### src/include/av_cfg.svh
////////////////////////////////////////////////////////////
// raster geometry and audio framing constants for the
// 12.288 MHz audio/video test source
// included by the package, the RTL and the testbench
////////////////////////////////////////////////////////////

`ifndef AV_CFG_SVH
`define AV_CFG_SVH

// horizontal timing in master clocks
`define AV_H_TOTAL      400
`define AV_H_ACTIVE     320
`define AV_H_BPORCH     10

// vertical timing in lines
`define AV_V_TOTAL      512
`define AV_V_ACTIVE     240
`define AV_V_BPORCH     10

// hsync fires a few clocks into the line, after vsync
`define AV_HS_OFFSET    3

// master clocks per bit clock period
`define AV_SCLK_DIV     4

// slot framing, active bits sit at the start of the slot
`define AV_SLOT_BITS    32
`define AV_SAMPLE_BITS  16

// grey level on r, g and b inside the visible window
`define AV_FILL_LEVEL   60

`endif

### src/hdl/av_pkg.sv
////////////////////////////////////////////////////////////
// shared types for the audio/video test source
// import with av_pkg::* inside a module body
////////////////////////////////////////////////////////////

`include "av_cfg.svh"

package av_pkg;

    // raster counter value, wide enough for 512 lines
    typedef logic [9:0] coord_t;

    // pixel, red in the top byte
    typedef struct packed {
        logic [7:0] red;
        logic [7:0] green;
        logic [7:0] blue;
    } rgb_t;

    // audio sample, sent msb first
    typedef logic [`AV_SAMPLE_BITS-1:0] sample_t;

    // bit position inside one channel slot
    typedef logic [$clog2(`AV_SLOT_BITS)-1:0] slot_bit_t;

endpackage

### src/hdl/av_core_top.sv
////////////////////////////////////////////////////////////
// top level of the audio/video test source
// one clock domain: pixel clock and audio master clock
// are both audgen_mclk
////////////////////////////////////////////////////////////

`timescale 1ns/100ps

module av_core_top (
    input  logic              audgen_mclk,
    input  logic              reset_n,

    // sample pair, taken at the start of each left slot
    input  av_pkg::sample_t   audio_left,
    input  av_pkg::sample_t   audio_right,

    // video to the scaler
    output av_pkg::rgb_t      video_rgb,
    output logic              video_de,
    output logic              video_vs,
    output logic              video_hs,

    // serial audio
    output logic              audio_sclk,
    output logic              audio_lrck,
    output logic              audio_dac
);

    import av_pkg::*;

    // raster position from the sequencer
    coord_t h_count;
    coord_t v_count;

    // audio pacing strobes
    logic   bit_strobe;
    logic   slot_start;

    ////////////////////////////////////////////////////////////
    // timing source

    av_sequencer u_sequencer (
        .audgen_mclk (audgen_mclk),
        .reset_n     (reset_n),
        .h_count     (h_count),
        .v_count     (v_count),
        .sclk        (audio_sclk),
        .lrck        (audio_lrck),
        .bit_strobe  (bit_strobe),
        .slot_start  (slot_start)
    );

    ////////////////////////////////////////////////////////////
    // video and audio datapaths

    video_out u_video_out (
        .audgen_mclk (audgen_mclk),
        .reset_n     (reset_n),
        .h_count     (h_count),
        .v_count     (v_count),
        .video_rgb   (video_rgb),
        .video_de    (video_de),
        .video_vs    (video_vs),
        .video_hs    (video_hs)
    );

    i2s_serializer u_serializer (
        .audgen_mclk (audgen_mclk),
        .reset_n     (reset_n),
        .audio_left  (audio_left),
        .audio_right (audio_right),
        .lrck        (audio_lrck),
        .bit_strobe  (bit_strobe),
        .slot_start  (slot_start),
        .audio_dac   (audio_dac)
    );

endmodule

### src/hdl/av_sequencer.sv
////////////////////////////////////////////////////////////
// raster counters, bit clock divider and slot bit counter
// the strobes pace video_out and the serialiser
////////////////////////////////////////////////////////////

`timescale 1ns/100ps

`include "av_cfg.svh"

module av_sequencer (
    input  logic            audgen_mclk,
    input  logic            reset_n,

    // raster position
    output av_pkg::coord_t  h_count,
    output av_pkg::coord_t  v_count,

    // audio clocks and strobes
    output logic            sclk,
    output logic            lrck,
    output logic            bit_strobe,
    output logic            slot_start
);

    import av_pkg::*;

    // divider width, 2 bits for a divide by 4
    localparam int DIV_W = $clog2(`AV_SCLK_DIV);

    localparam logic [DIV_W-1:0] DIV_LAST = DIV_W'(`AV_SCLK_DIV - 1);
    localparam slot_bit_t        SLOT_LAST = slot_bit_t'(`AV_SLOT_BITS - 1);
    localparam coord_t           H_LAST = coord_t'(`AV_H_TOTAL - 1);
    localparam coord_t           V_LAST = coord_t'(`AV_V_TOTAL - 1);

    logic [DIV_W-1:0] div_cnt;
    slot_bit_t        slot_cnt;
    logic             lrck_q;
    logic             h_wrap;
    logic             v_wrap;

    ////////////////////////////////////////////////////////////
    // raster counters

    // end of line and end of frame
    assign h_wrap = (h_count == H_LAST);
    assign v_wrap = (v_count == V_LAST);

    // h advances every clock, v on each line wrap
    always_ff @(posedge audgen_mclk or negedge reset_n) begin
        if (!reset_n) begin
            h_count <= '0;
            v_count <= '0;
        end else begin
            if (h_wrap) begin
                h_count <= '0;
                if (v_wrap) begin
                    v_count <= '0;
                end else begin
                    v_count <= v_count + 1'b1;
                end
            end else begin
                h_count <= h_count + 1'b1;
            end
        end
    end

    ////////////////////////////////////////////////////////////
    // bit clock

    // free running divider
    always_ff @(posedge audgen_mclk or negedge reset_n) begin
        if (!reset_n) begin
            div_cnt <= '0;
        end else begin
            div_cnt <= div_cnt + 1'b1;
        end
    end

    // sclk is the divider msb, high for the second half
    assign sclk = div_cnt[DIV_W-1];

    // last divider value, sclk falls on the next edge
    assign bit_strobe = (div_cnt == DIV_LAST);

    ////////////////////////////////////////////////////////////
    // slot framing

    // end of the 32 bit slot, same clock as the strobe
    assign slot_start = bit_strobe && (slot_cnt == SLOT_LAST);

    always_ff @(posedge audgen_mclk or negedge reset_n) begin
        if (!reset_n) begin
            slot_cnt <= '0;
            lrck_q   <= 1'b0;
        end else begin
            if (bit_strobe) begin
                // wraps from 31 to 0 by width
                slot_cnt <= slot_cnt + 1'b1;
            end
            if (slot_start) begin
                // low selects left
                lrck_q <= ~lrck_q;
            end
        end
    end

    assign lrck = lrck_q;

endmodule

### src/hdl/i2s_serializer.sv
////////////////////////////////////////////////////////////
// left-justified serial audio out with 16 bits msb first
// then zero fill to the end of each 32 bit slot
////////////////////////////////////////////////////////////

`timescale 1ns/100ps

`include "av_cfg.svh"

module i2s_serializer (
    input  logic             audgen_mclk,
    input  logic             reset_n,
    input  av_pkg::sample_t  audio_left,
    input  av_pkg::sample_t  audio_right,
    input  logic             lrck,
    input  logic             bit_strobe,
    input  logic             slot_start,
    output logic             audio_dac
);

    import av_pkg::*;

    // bits still to send after the msb
    localparam slot_bit_t FIRST_LEFT = slot_bit_t'(`AV_SAMPLE_BITS - 1);

    sample_t   right_q;
    sample_t   shift_q;
    sample_t   next_sample;
    slot_bit_t bits_left;
    logic      left_begins;

    ////////////////////////////////////////////////////////////
    // channel select

    // lrck still high here and drops on this edge
    assign left_begins = slot_start && lrck;
    assign next_sample = lrck ? audio_left : right_q;

    // right sample held for the following slot
    // silence in the first right slot after reset
    always_ff @(posedge audgen_mclk or negedge reset_n) begin
        if (!reset_n) begin
            right_q <= '0;
        end else if (left_begins) begin
            right_q <= audio_right;
        end
    end

    ////////////////////////////////////////////////////////////
    // shifter

    // payload shift register
    always_ff @(posedge audgen_mclk) begin
        if (slot_start) begin
            shift_q <= {next_sample[`AV_SAMPLE_BITS-2:0], 1'b0};
        end else if (bit_strobe) begin
            shift_q <= {shift_q[`AV_SAMPLE_BITS-2:0], 1'b0};
        end
    end

    // data bit changes with lrck as sclk falls
    always_ff @(posedge audgen_mclk or negedge reset_n) begin
        if (!reset_n) begin
            bits_left <= '0;
            audio_dac <= 1'b0;
        end else begin
            if (slot_start) begin
                // msb goes out with the word clock change
                audio_dac <= next_sample[`AV_SAMPLE_BITS-1];
                bits_left <= FIRST_LEFT;
            end else if (bit_strobe) begin
                if (bits_left != '0) begin
                    audio_dac <= shift_q[`AV_SAMPLE_BITS-1];
                    bits_left <= bits_left - 1'b1;
                end else begin
                    // zero fill for the rest of the slot
                    audio_dac <= 1'b0;
                end
            end
        end
    end

endmodule

### src/hdl/video_out.sv
////////////////////////////////////////////////////////////
// raster decode to registered sync, enable and colour
// outputs lag the raster position by one clock
////////////////////////////////////////////////////////////

`timescale 1ns/100ps

`include "av_cfg.svh"

module video_out (
    input  logic            audgen_mclk,
    input  logic            reset_n,
    input  av_pkg::coord_t  h_count,
    input  av_pkg::coord_t  v_count,
    output av_pkg::rgb_t    video_rgb,
    output logic            video_de,
    output logic            video_vs,
    output logic            video_hs
);

    import av_pkg::*;

    // visible window bounds
    localparam coord_t H_FIRST = coord_t'(`AV_H_BPORCH);
    localparam coord_t H_END   = coord_t'(`AV_H_BPORCH + `AV_H_ACTIVE);
    localparam coord_t V_FIRST = coord_t'(`AV_V_BPORCH);
    localparam coord_t V_END   = coord_t'(`AV_V_BPORCH + `AV_V_ACTIVE);
    localparam coord_t HS_POS  = coord_t'(`AV_HS_OFFSET);

    // same grey on all three channels
    localparam rgb_t FILL = '{
        red:   8'(`AV_FILL_LEVEL),
        green: 8'(`AV_FILL_LEVEL),
        blue:  8'(`AV_FILL_LEVEL)
    };

    logic in_h;
    logic in_v;
    logic active;

    ////////////////////////////////////////////////////////////
    // window decode

    assign in_h   = (h_count >= H_FIRST) && (h_count < H_END);
    assign in_v   = (v_count >= V_FIRST) && (v_count < V_END);
    assign active = in_h && in_v;

    // vsync at the top left corner, hsync a few clocks later
    always_ff @(posedge audgen_mclk or negedge reset_n) begin
        if (!reset_n) begin
            video_vs  <= 1'b0;
            video_hs  <= 1'b0;
            video_de  <= 1'b0;
            video_rgb <= '0;
        end else begin
            video_vs  <= (h_count == '0) && (v_count == '0);
            video_hs  <= (h_count == HS_POS);
            video_de  <= active;
            // black outside the window
            video_rgb <= active ? FILL : '0;
        end
    end

endmodule

### config.mk
export PLATFORM = sky130hd
export DESIGN_NAME = av_core_top
export DESIGN_NICKNAME = d
export VERILOG_FILES = /design/src/hdl/av_pkg.sv /design/src/hdl/av_core_top.sv /design/src/hdl/av_sequencer.sv /design/src/hdl/i2s_serializer.sv /design/src/hdl/video_out.sv
export VERILOG_INCLUDE_DIRS = /design/src /design/src/include
export SDC_FILE = /design/constraint.sdc
export NUM_CORES = 1
export LEC_CHECK = 0
export BUFFER_PORTS_ARGS = -buffer_cell sky130_fd_sc_hd__buf_2
export CAP_MARGIN = 15
export CORE_UTILIZATION = 32
export DETAILED_ROUTE_END_ITERATION = 6
export MAX_ROUTING_LAYER = met4
export PLACE_DENSITY = 0.5
export SLEW_MARGIN = 40
export SYNTH_ARGS = -nofsm -noshare
export SYNTH_HDL_FRONTEND = slang
export SYNTH_SLANG_ARGS = --single-unit
### constraint.sdc
create_clock -name audgen_mclk -period 2.3 [get_ports audgen_mclk]
set_clock_uncertainty 0.1 [all_clocks]
set_input_delay 0.46 -clock audgen_mclk [delete_from_list [all_inputs] [get_ports audgen_mclk]]
set_output_delay 0.46 -clock audgen_mclk [all_outputs]
set_load 0.005 [all_outputs]
After elaboration in Yosys (flattened, before gate mapping)
Index checks and enable logic that the tools add are counted.
{"block": "classes", "eq_ne": 5, "n_lt_le_gt_ge": 4, "mux": 12, "div": 0, "reduce_logical": 12, "n_mul": 0, "bitwise": 1, "n_shift": 0, "add_sub_neg": 5}
{"cell": "2-to-1 mux 16 bit", "n": 3}
{"cell": "2-to-1 mux 22 bit", "n": 1}
{"cell": "adder 10 x 1 -> 10 bit (second input constant)", "n": 2}
{"cell": "== test 10 x 9 -> 1 bit (second input constant)", "n": 2}
{"cell": "greater-or-equal comparator 10 x 4 -> 1 bit (second input constant)", "n": 2}
{"cell": "logical NOT 10 bit", "n": 2}
{"cell": "2-to-1 mux 10 bit", "n": 2}
{"cell": "2-to-1 mux 5 bit", "n": 3}
{"cell": "== test 10 x 2 -> 1 bit (second input constant)", "n": 1}
{"cell": "< comparator 10 x 8 -> 1 bit (second input constant)", "n": 1}
{"cell": "< comparator 10 x 9 -> 1 bit (second input constant)", "n": 1}
{"cell": "logical AND 1 bit", "n": 6}
{"cell": "adder 5 x 1 -> 5 bit (second input constant)", "n": 1}
{"cell": "== test 5 bit (second input constant)", "n": 1}
{"cell": "nonzero test 5 bit", "n": 1}
{"cell": "subtractor 5 x 1 -> 5 bit (second input constant)", "n": 1}
{"cell": "nonzero test 2 bit", "n": 2}
{"cell": "2-to-1 mux 1 bit", "n": 3}
{"cell": "adder 2 x 1 -> 2 bit (second input constant)", "n": 1}
{"cell": "== test 2 bit (second input constant)", "n": 1}
{"cell": "AND reduction 2 bit", "n": 1}
{"cell": "NOT 1 bit", "n": 1}
{"block": "totals", "wordCells": 54, "in_bits": 34, "mem_bits_ro": 0, "output_inout_bits": 30, "mem_count": 0, "ff_bits": 92, "latch_bits": 0, "ramBits": 0}

Logic depth before layout (Yosys ltp)
{"block": "depth", "word_depth": 4, "mapped_depth": 8}

By module
Synthesis repeated with hierarchy kept, for this count alone.
{"block": "unflattened", "hier_cells": 293, "area_unflattened_um2": 3321.9}
{"module": "i2s_serializer", "cells_per_inst": 131, "instances": 1, "area_each_um2": 1697.9, "seq_area_each_um2": 1001.0}
{"module": "av_sequencer", "cells_per_inst": 112, "instances": 1, "area_each_um2": 1243.7, "seq_area_each_um2": 700.7}
{"module": "video_out", "cells_per_inst": 50, "instances": 1, "area_each_um2": 380.4, "seq_area_each_um2": 75.1}

Worst setup path before layout
No wires, ideal clock.
{"block": "synth_timing", "kind": "register to register", "startpoint": "register u_sequencer.slot_cnt[0]", "endpoint": "register u_serializer.right_q[0]", "t_required_ns": 2.075, "t_arrival_ns": 1.741, "stages_incl_launch_ff": 7, "synth_period_minus_slack_ns": 1.965, "n_path_buf": 1, "slack_ns": 0.335, "cell_sequence": "dfrtp_1 > ha_1 > and3_1 > ha_1 > nand3_1 > buf_2 > mux2_2"}
{"block": "synth_via", "elab_chain_len": 3}
{"element": "start, declared", "line_no": "av_sequencer.sv:36", "rtl": "slot_bit_t slot_cnt;"}
{"element": "start signal, assigned", "line_no": "av_sequencer.sv:98", "rtl": "slot_cnt <= slot_cnt + 1'b1;"}
{"element": "== test 5 bit", "line_no": "av_sequencer.sv:89", "rtl": "assign slot_start = bit_strobe && (slot_cnt == SLOT_LAST);"}
{"element": "logical AND 1 bit", "line_no": "av_sequencer.sv:89"}
{"element": "logical AND 1 bit", "line_no": "i2s_serializer.sv:36", "rtl": "assign left_begins = slot_start && lrck;"}
{"element": "end signal, assigned", "line_no": "i2s_serializer.sv:45", "rtl": "right_q <= audio_right;"}
{"element": "end, declared", "line_no": "i2s_serializer.sv:26", "rtl": "sample_t right_q;"}
No other way between the ends.
A chain may end at the register's enable or synchronous reset.

Final worst setup path
{"block": "layout_timing", "startpoint": "register u_sequencer.slot_cnt[0]", "endpoint": "register u_serializer.right_q[7]"}
Same word-level chain as after synthesis.

==> out/metrics.yaml <==
run_status:
  status: "completed"
placed_design:
  hpwl_um: 4190
  portBuffers: 51
  dp_cells: 467
  place_congestion: 0.736
timing:
  period_needed_ps: 2000
  finalCritPeriodShare_pct: 87.0
  slew_headroom_pct: 56.9
  tightestPinTransition_ps: 647
  finalSetupTns_ps: 0
  hold_violations: 0
  maxSlewViolCount: 0
  rsz0062_at_grt: "false"
  max_freq_mhz: 500
  setup_violations: 0
  hold_ws_ps: 47.8
cells_and_area:
  utilization_pct: 37.9
  nNetsFinal: 385
  drive_gt1_share_pct: 28.8
  fin_cells: 483
  final_common_cell: "dfrtp_1"
  n_antenna_cell: 0
  area_growth_syn_to_layout_pct: 15.3
  mostFrequentLayoutCells: "dfrtp_1 (53), buf_2 (51), nand2_1 (29)"
worst_setup_path:
  crit_required_ps: 2420
  reg2reg_from: "u_sequencer.slot_cnt[0]$_DFFE_PN0P_"
  cp-end-kind: "register"
  crit_path_max_fanout: 13
  arrival_ps: 2120
  r2r_cells: 6
  r2r-end: "u_serializer.right_q[7]$_DFFE_PN0P_"
  startpoint_type: "register"
  critPathKind: "register to register"
  rrSetupSlack_ps: 300
clock_tree:
  post_cts_buffers: 0
  holdBufCountCts: 0
  cts_tree: "built"
  root_buffer: "clkbuf_8"
  ctsLongestPathBuffers: 2
  clkTransAtPathRegs_ps: 80
  cts_repair_resize_count: 0
  clkLatencyLatePin_ps: 340
  cts.sinks: 68
  cts_inserted_buffers: 9
  h-tree-depth: 3
pwr:
  swShare_pct: 21.1
  total_power_mw: 2.39
  ir_drop_uv: 311
  seqPwrFrac_pct: 52.3
  comb_power_share_pct: 3.1
  switching_power_mw: 0.505
  powerDensity_nw_per_um2: 612
  pwr-share-clk_pct: 44.6
  internal-power_mw: 1.88
  leakage_nw: 1.82
global_route:
  grt_max_degree: 31
  grt_util_met1_pct: 15.4
  busiest_layer: "met2"
  antenna_found_initial: 0
  grtUsageTotal_pct: 12.4
  grt_remaining_overflow: 0
  grt_pass1_vias: 2193
  met2_usage_pct: 19.0
  grt_pass1_wl_um: 10300
  grtUsageMet3_pct: 3.06
floorplan:
  io_pins: 64
  die_area_um2: 11000
  core-area_um2: 10300
  fp.dieW_um: 105
  die_h_um: 105
  start_util_pct: 32.9
  rows: 37
synthesis:
  synth_area_per_cell_um2: 11.4
  synth_top_family_by_area: "simple AND/OR/NAND/NOR gates"
  ys_ff_latch: 68
  synth_seq_area_share_pct: 52.5
  synth_cells: 297
  synth_edf_count: 15
  synth_ff_type: "dfrtp_1"
  ys_warn_count: 0
  synth_compound_area_share_pct: 5.62
  async_flop_share_pct: 77.9
  post_synth_xor_area_fraction_pct: 4.66
  synthSimpleGateAreaFrac_pct: 13.7
  synth_mux_area_share_pct: 11.5
  synthAdderAreaFrac_pct: 3.33
  ys_types: 42
  synthesis.area_um2: 3380
drt:
  antenna_left: 0
  vias_per_cell: 4.52
  wl_um: 5940
  vias: 2182
  drc_errors: 0
  wl_per_cell_um: 12.3
  drt_pass1_iterations: 6
  drt_iter0_markers: 56
min_path:
  hold_class: "input port to asynchronous set/reset pin"
flow_run:
  cap_viol_max_count: 0
==> worst max path at each step <==
| stage | from | end | slack, ps | cells after the start |
|---|---|---|---|---|
| finish | u_sequencer.slot_cnt[0]$_DFFE_PN0P_ | u_serializer.right_q[7]$_DFFE_PN0P_ | 300 | 6 |
| floorplan | u_sequencer.slot_cnt[0]$_DFFE_PN0P_ | u_serializer.right_q[0]$_DFFE_PN0P_ | 330 | 6 |
| detailed placement | u_sequencer.slot_cnt[0]$_DFFE_PN0P_ | u_serializer.right_q[12]$_DFFE_PN0P_ | 300 | 6 |
| global route | u_sequencer.slot_cnt[0]$_DFFE_PN0P_ | u_serializer.right_q[0]$_DFFE_PN0P_ | 210 | 6 |
| global placement | u_sequencer.slot_cnt[0]$_DFFE_PN0P_ | u_serializer.right_q[15]$_DFFE_PN0P_ | 350 | 6 |
| CTS | u_sequencer.slot_cnt[0]$_DFFE_PN0P_ | u_serializer.right_q[7]$_DFFE_PN0P_ | 280 | 6 |
==> metal layers <==
layer	wire [µm]	part of all wire [%]
met4	82	1.4
met5	0	0
met2	2820	48
met3	207	3.5
met1	2830	48
==> cells in the mapped netlist, types with 3 or more instances <==
cell type  instances  share of area [%]
nor4_1             3               0.55
nand4_1            3               0.55
buf_4             26                5.8
edfxtp_1          15                 13
nor2_1            14                1.6
mux2i_1           15                4.4
dfrtp_1           53                 39
nor3_1             5               0.74
xnor2_1            9                2.3
inv_1              8               0.89
buf_2              4               0.59
and3_1             8                1.5
clkbuf_1           5               0.55
and2_1             3               0.55
nand2_1           29                3.2
ha_1               9                3.3
xor2_1             9                2.3
mux2_2            20                6.7
o21ai_0           22                3.3
nand3_1           11                1.6
==> final cells by class <==
cell class                 count  area [µm²]
clock buffer                   9         124
fill                        1042        6380
inverter                       8        30.0
clock inverter                 7        91.3
multi-input combinational    195        1360
sequential                    68        1780
timing repair buffer          60         348
tap                          136         170
==> sequential cells by signal, summed over array words and instances (netlist names) <==
name	flops
u_serializer.right_q	16
u_serializer.shift_q	15
u_sequencer.h_count	10
u_sequencer.v_count	10
u_sequencer.slot_cnt	5
u_serializer.bits_left	5
u_sequencer.div_cnt	2
u_sequencer.lrck	1
u_serializer.audio_dac	1
u_video_out.video_hs	1
u_video_out.video_rgb	1
u_video_out.video_vs	1
==> power groups by stage <==
stage,logic (mW),clock network [mW],registers (mW)
2_1_floorplan,0.0390,0,1.27
3_3_place_gp,0.0776,0,1.27
3_5_place_dp,0.0786,0,1.27
4_1_cts,0.0788,1.11,1.25
5_1_grt,0.0867,1.17,1.25
6_report,0.0749,1.06,1.25
==> kinds of logic (layout without fill, tap and decap cells) <==
logic type | count (synthesis) | after routing
xor gates and xnor gates | 18 | 18
and+or+nand+nor | 87 | 87
AOI/OAI and AO/OA | 33 | 33
buffers and inverters | 45 | 84
DFF | 68 | 68
muxes | 36 | 36
adders and majority gates | 9 | 9
other | 1 | 12
==> metrics by stage <==
step / setup slack, ps / area (µm²)
after floorplan: 335 / 3420
after global placement: 348 / 3680
after detailed placement: 296 / 3680
after CTS: 281 / 3900
after global routing: 209 / 3900
final: 300 / 3900
==> worst max-delay path, stage by stage, from the launching register on <==
cell     delay, ps
dfrtp_1        400
ha_1           210
and3_1         150
ha_1           220
nand3_1        270
buf_12         190
mux2_2         330
No activity file was read; power rests on OpenSTA's default activity.
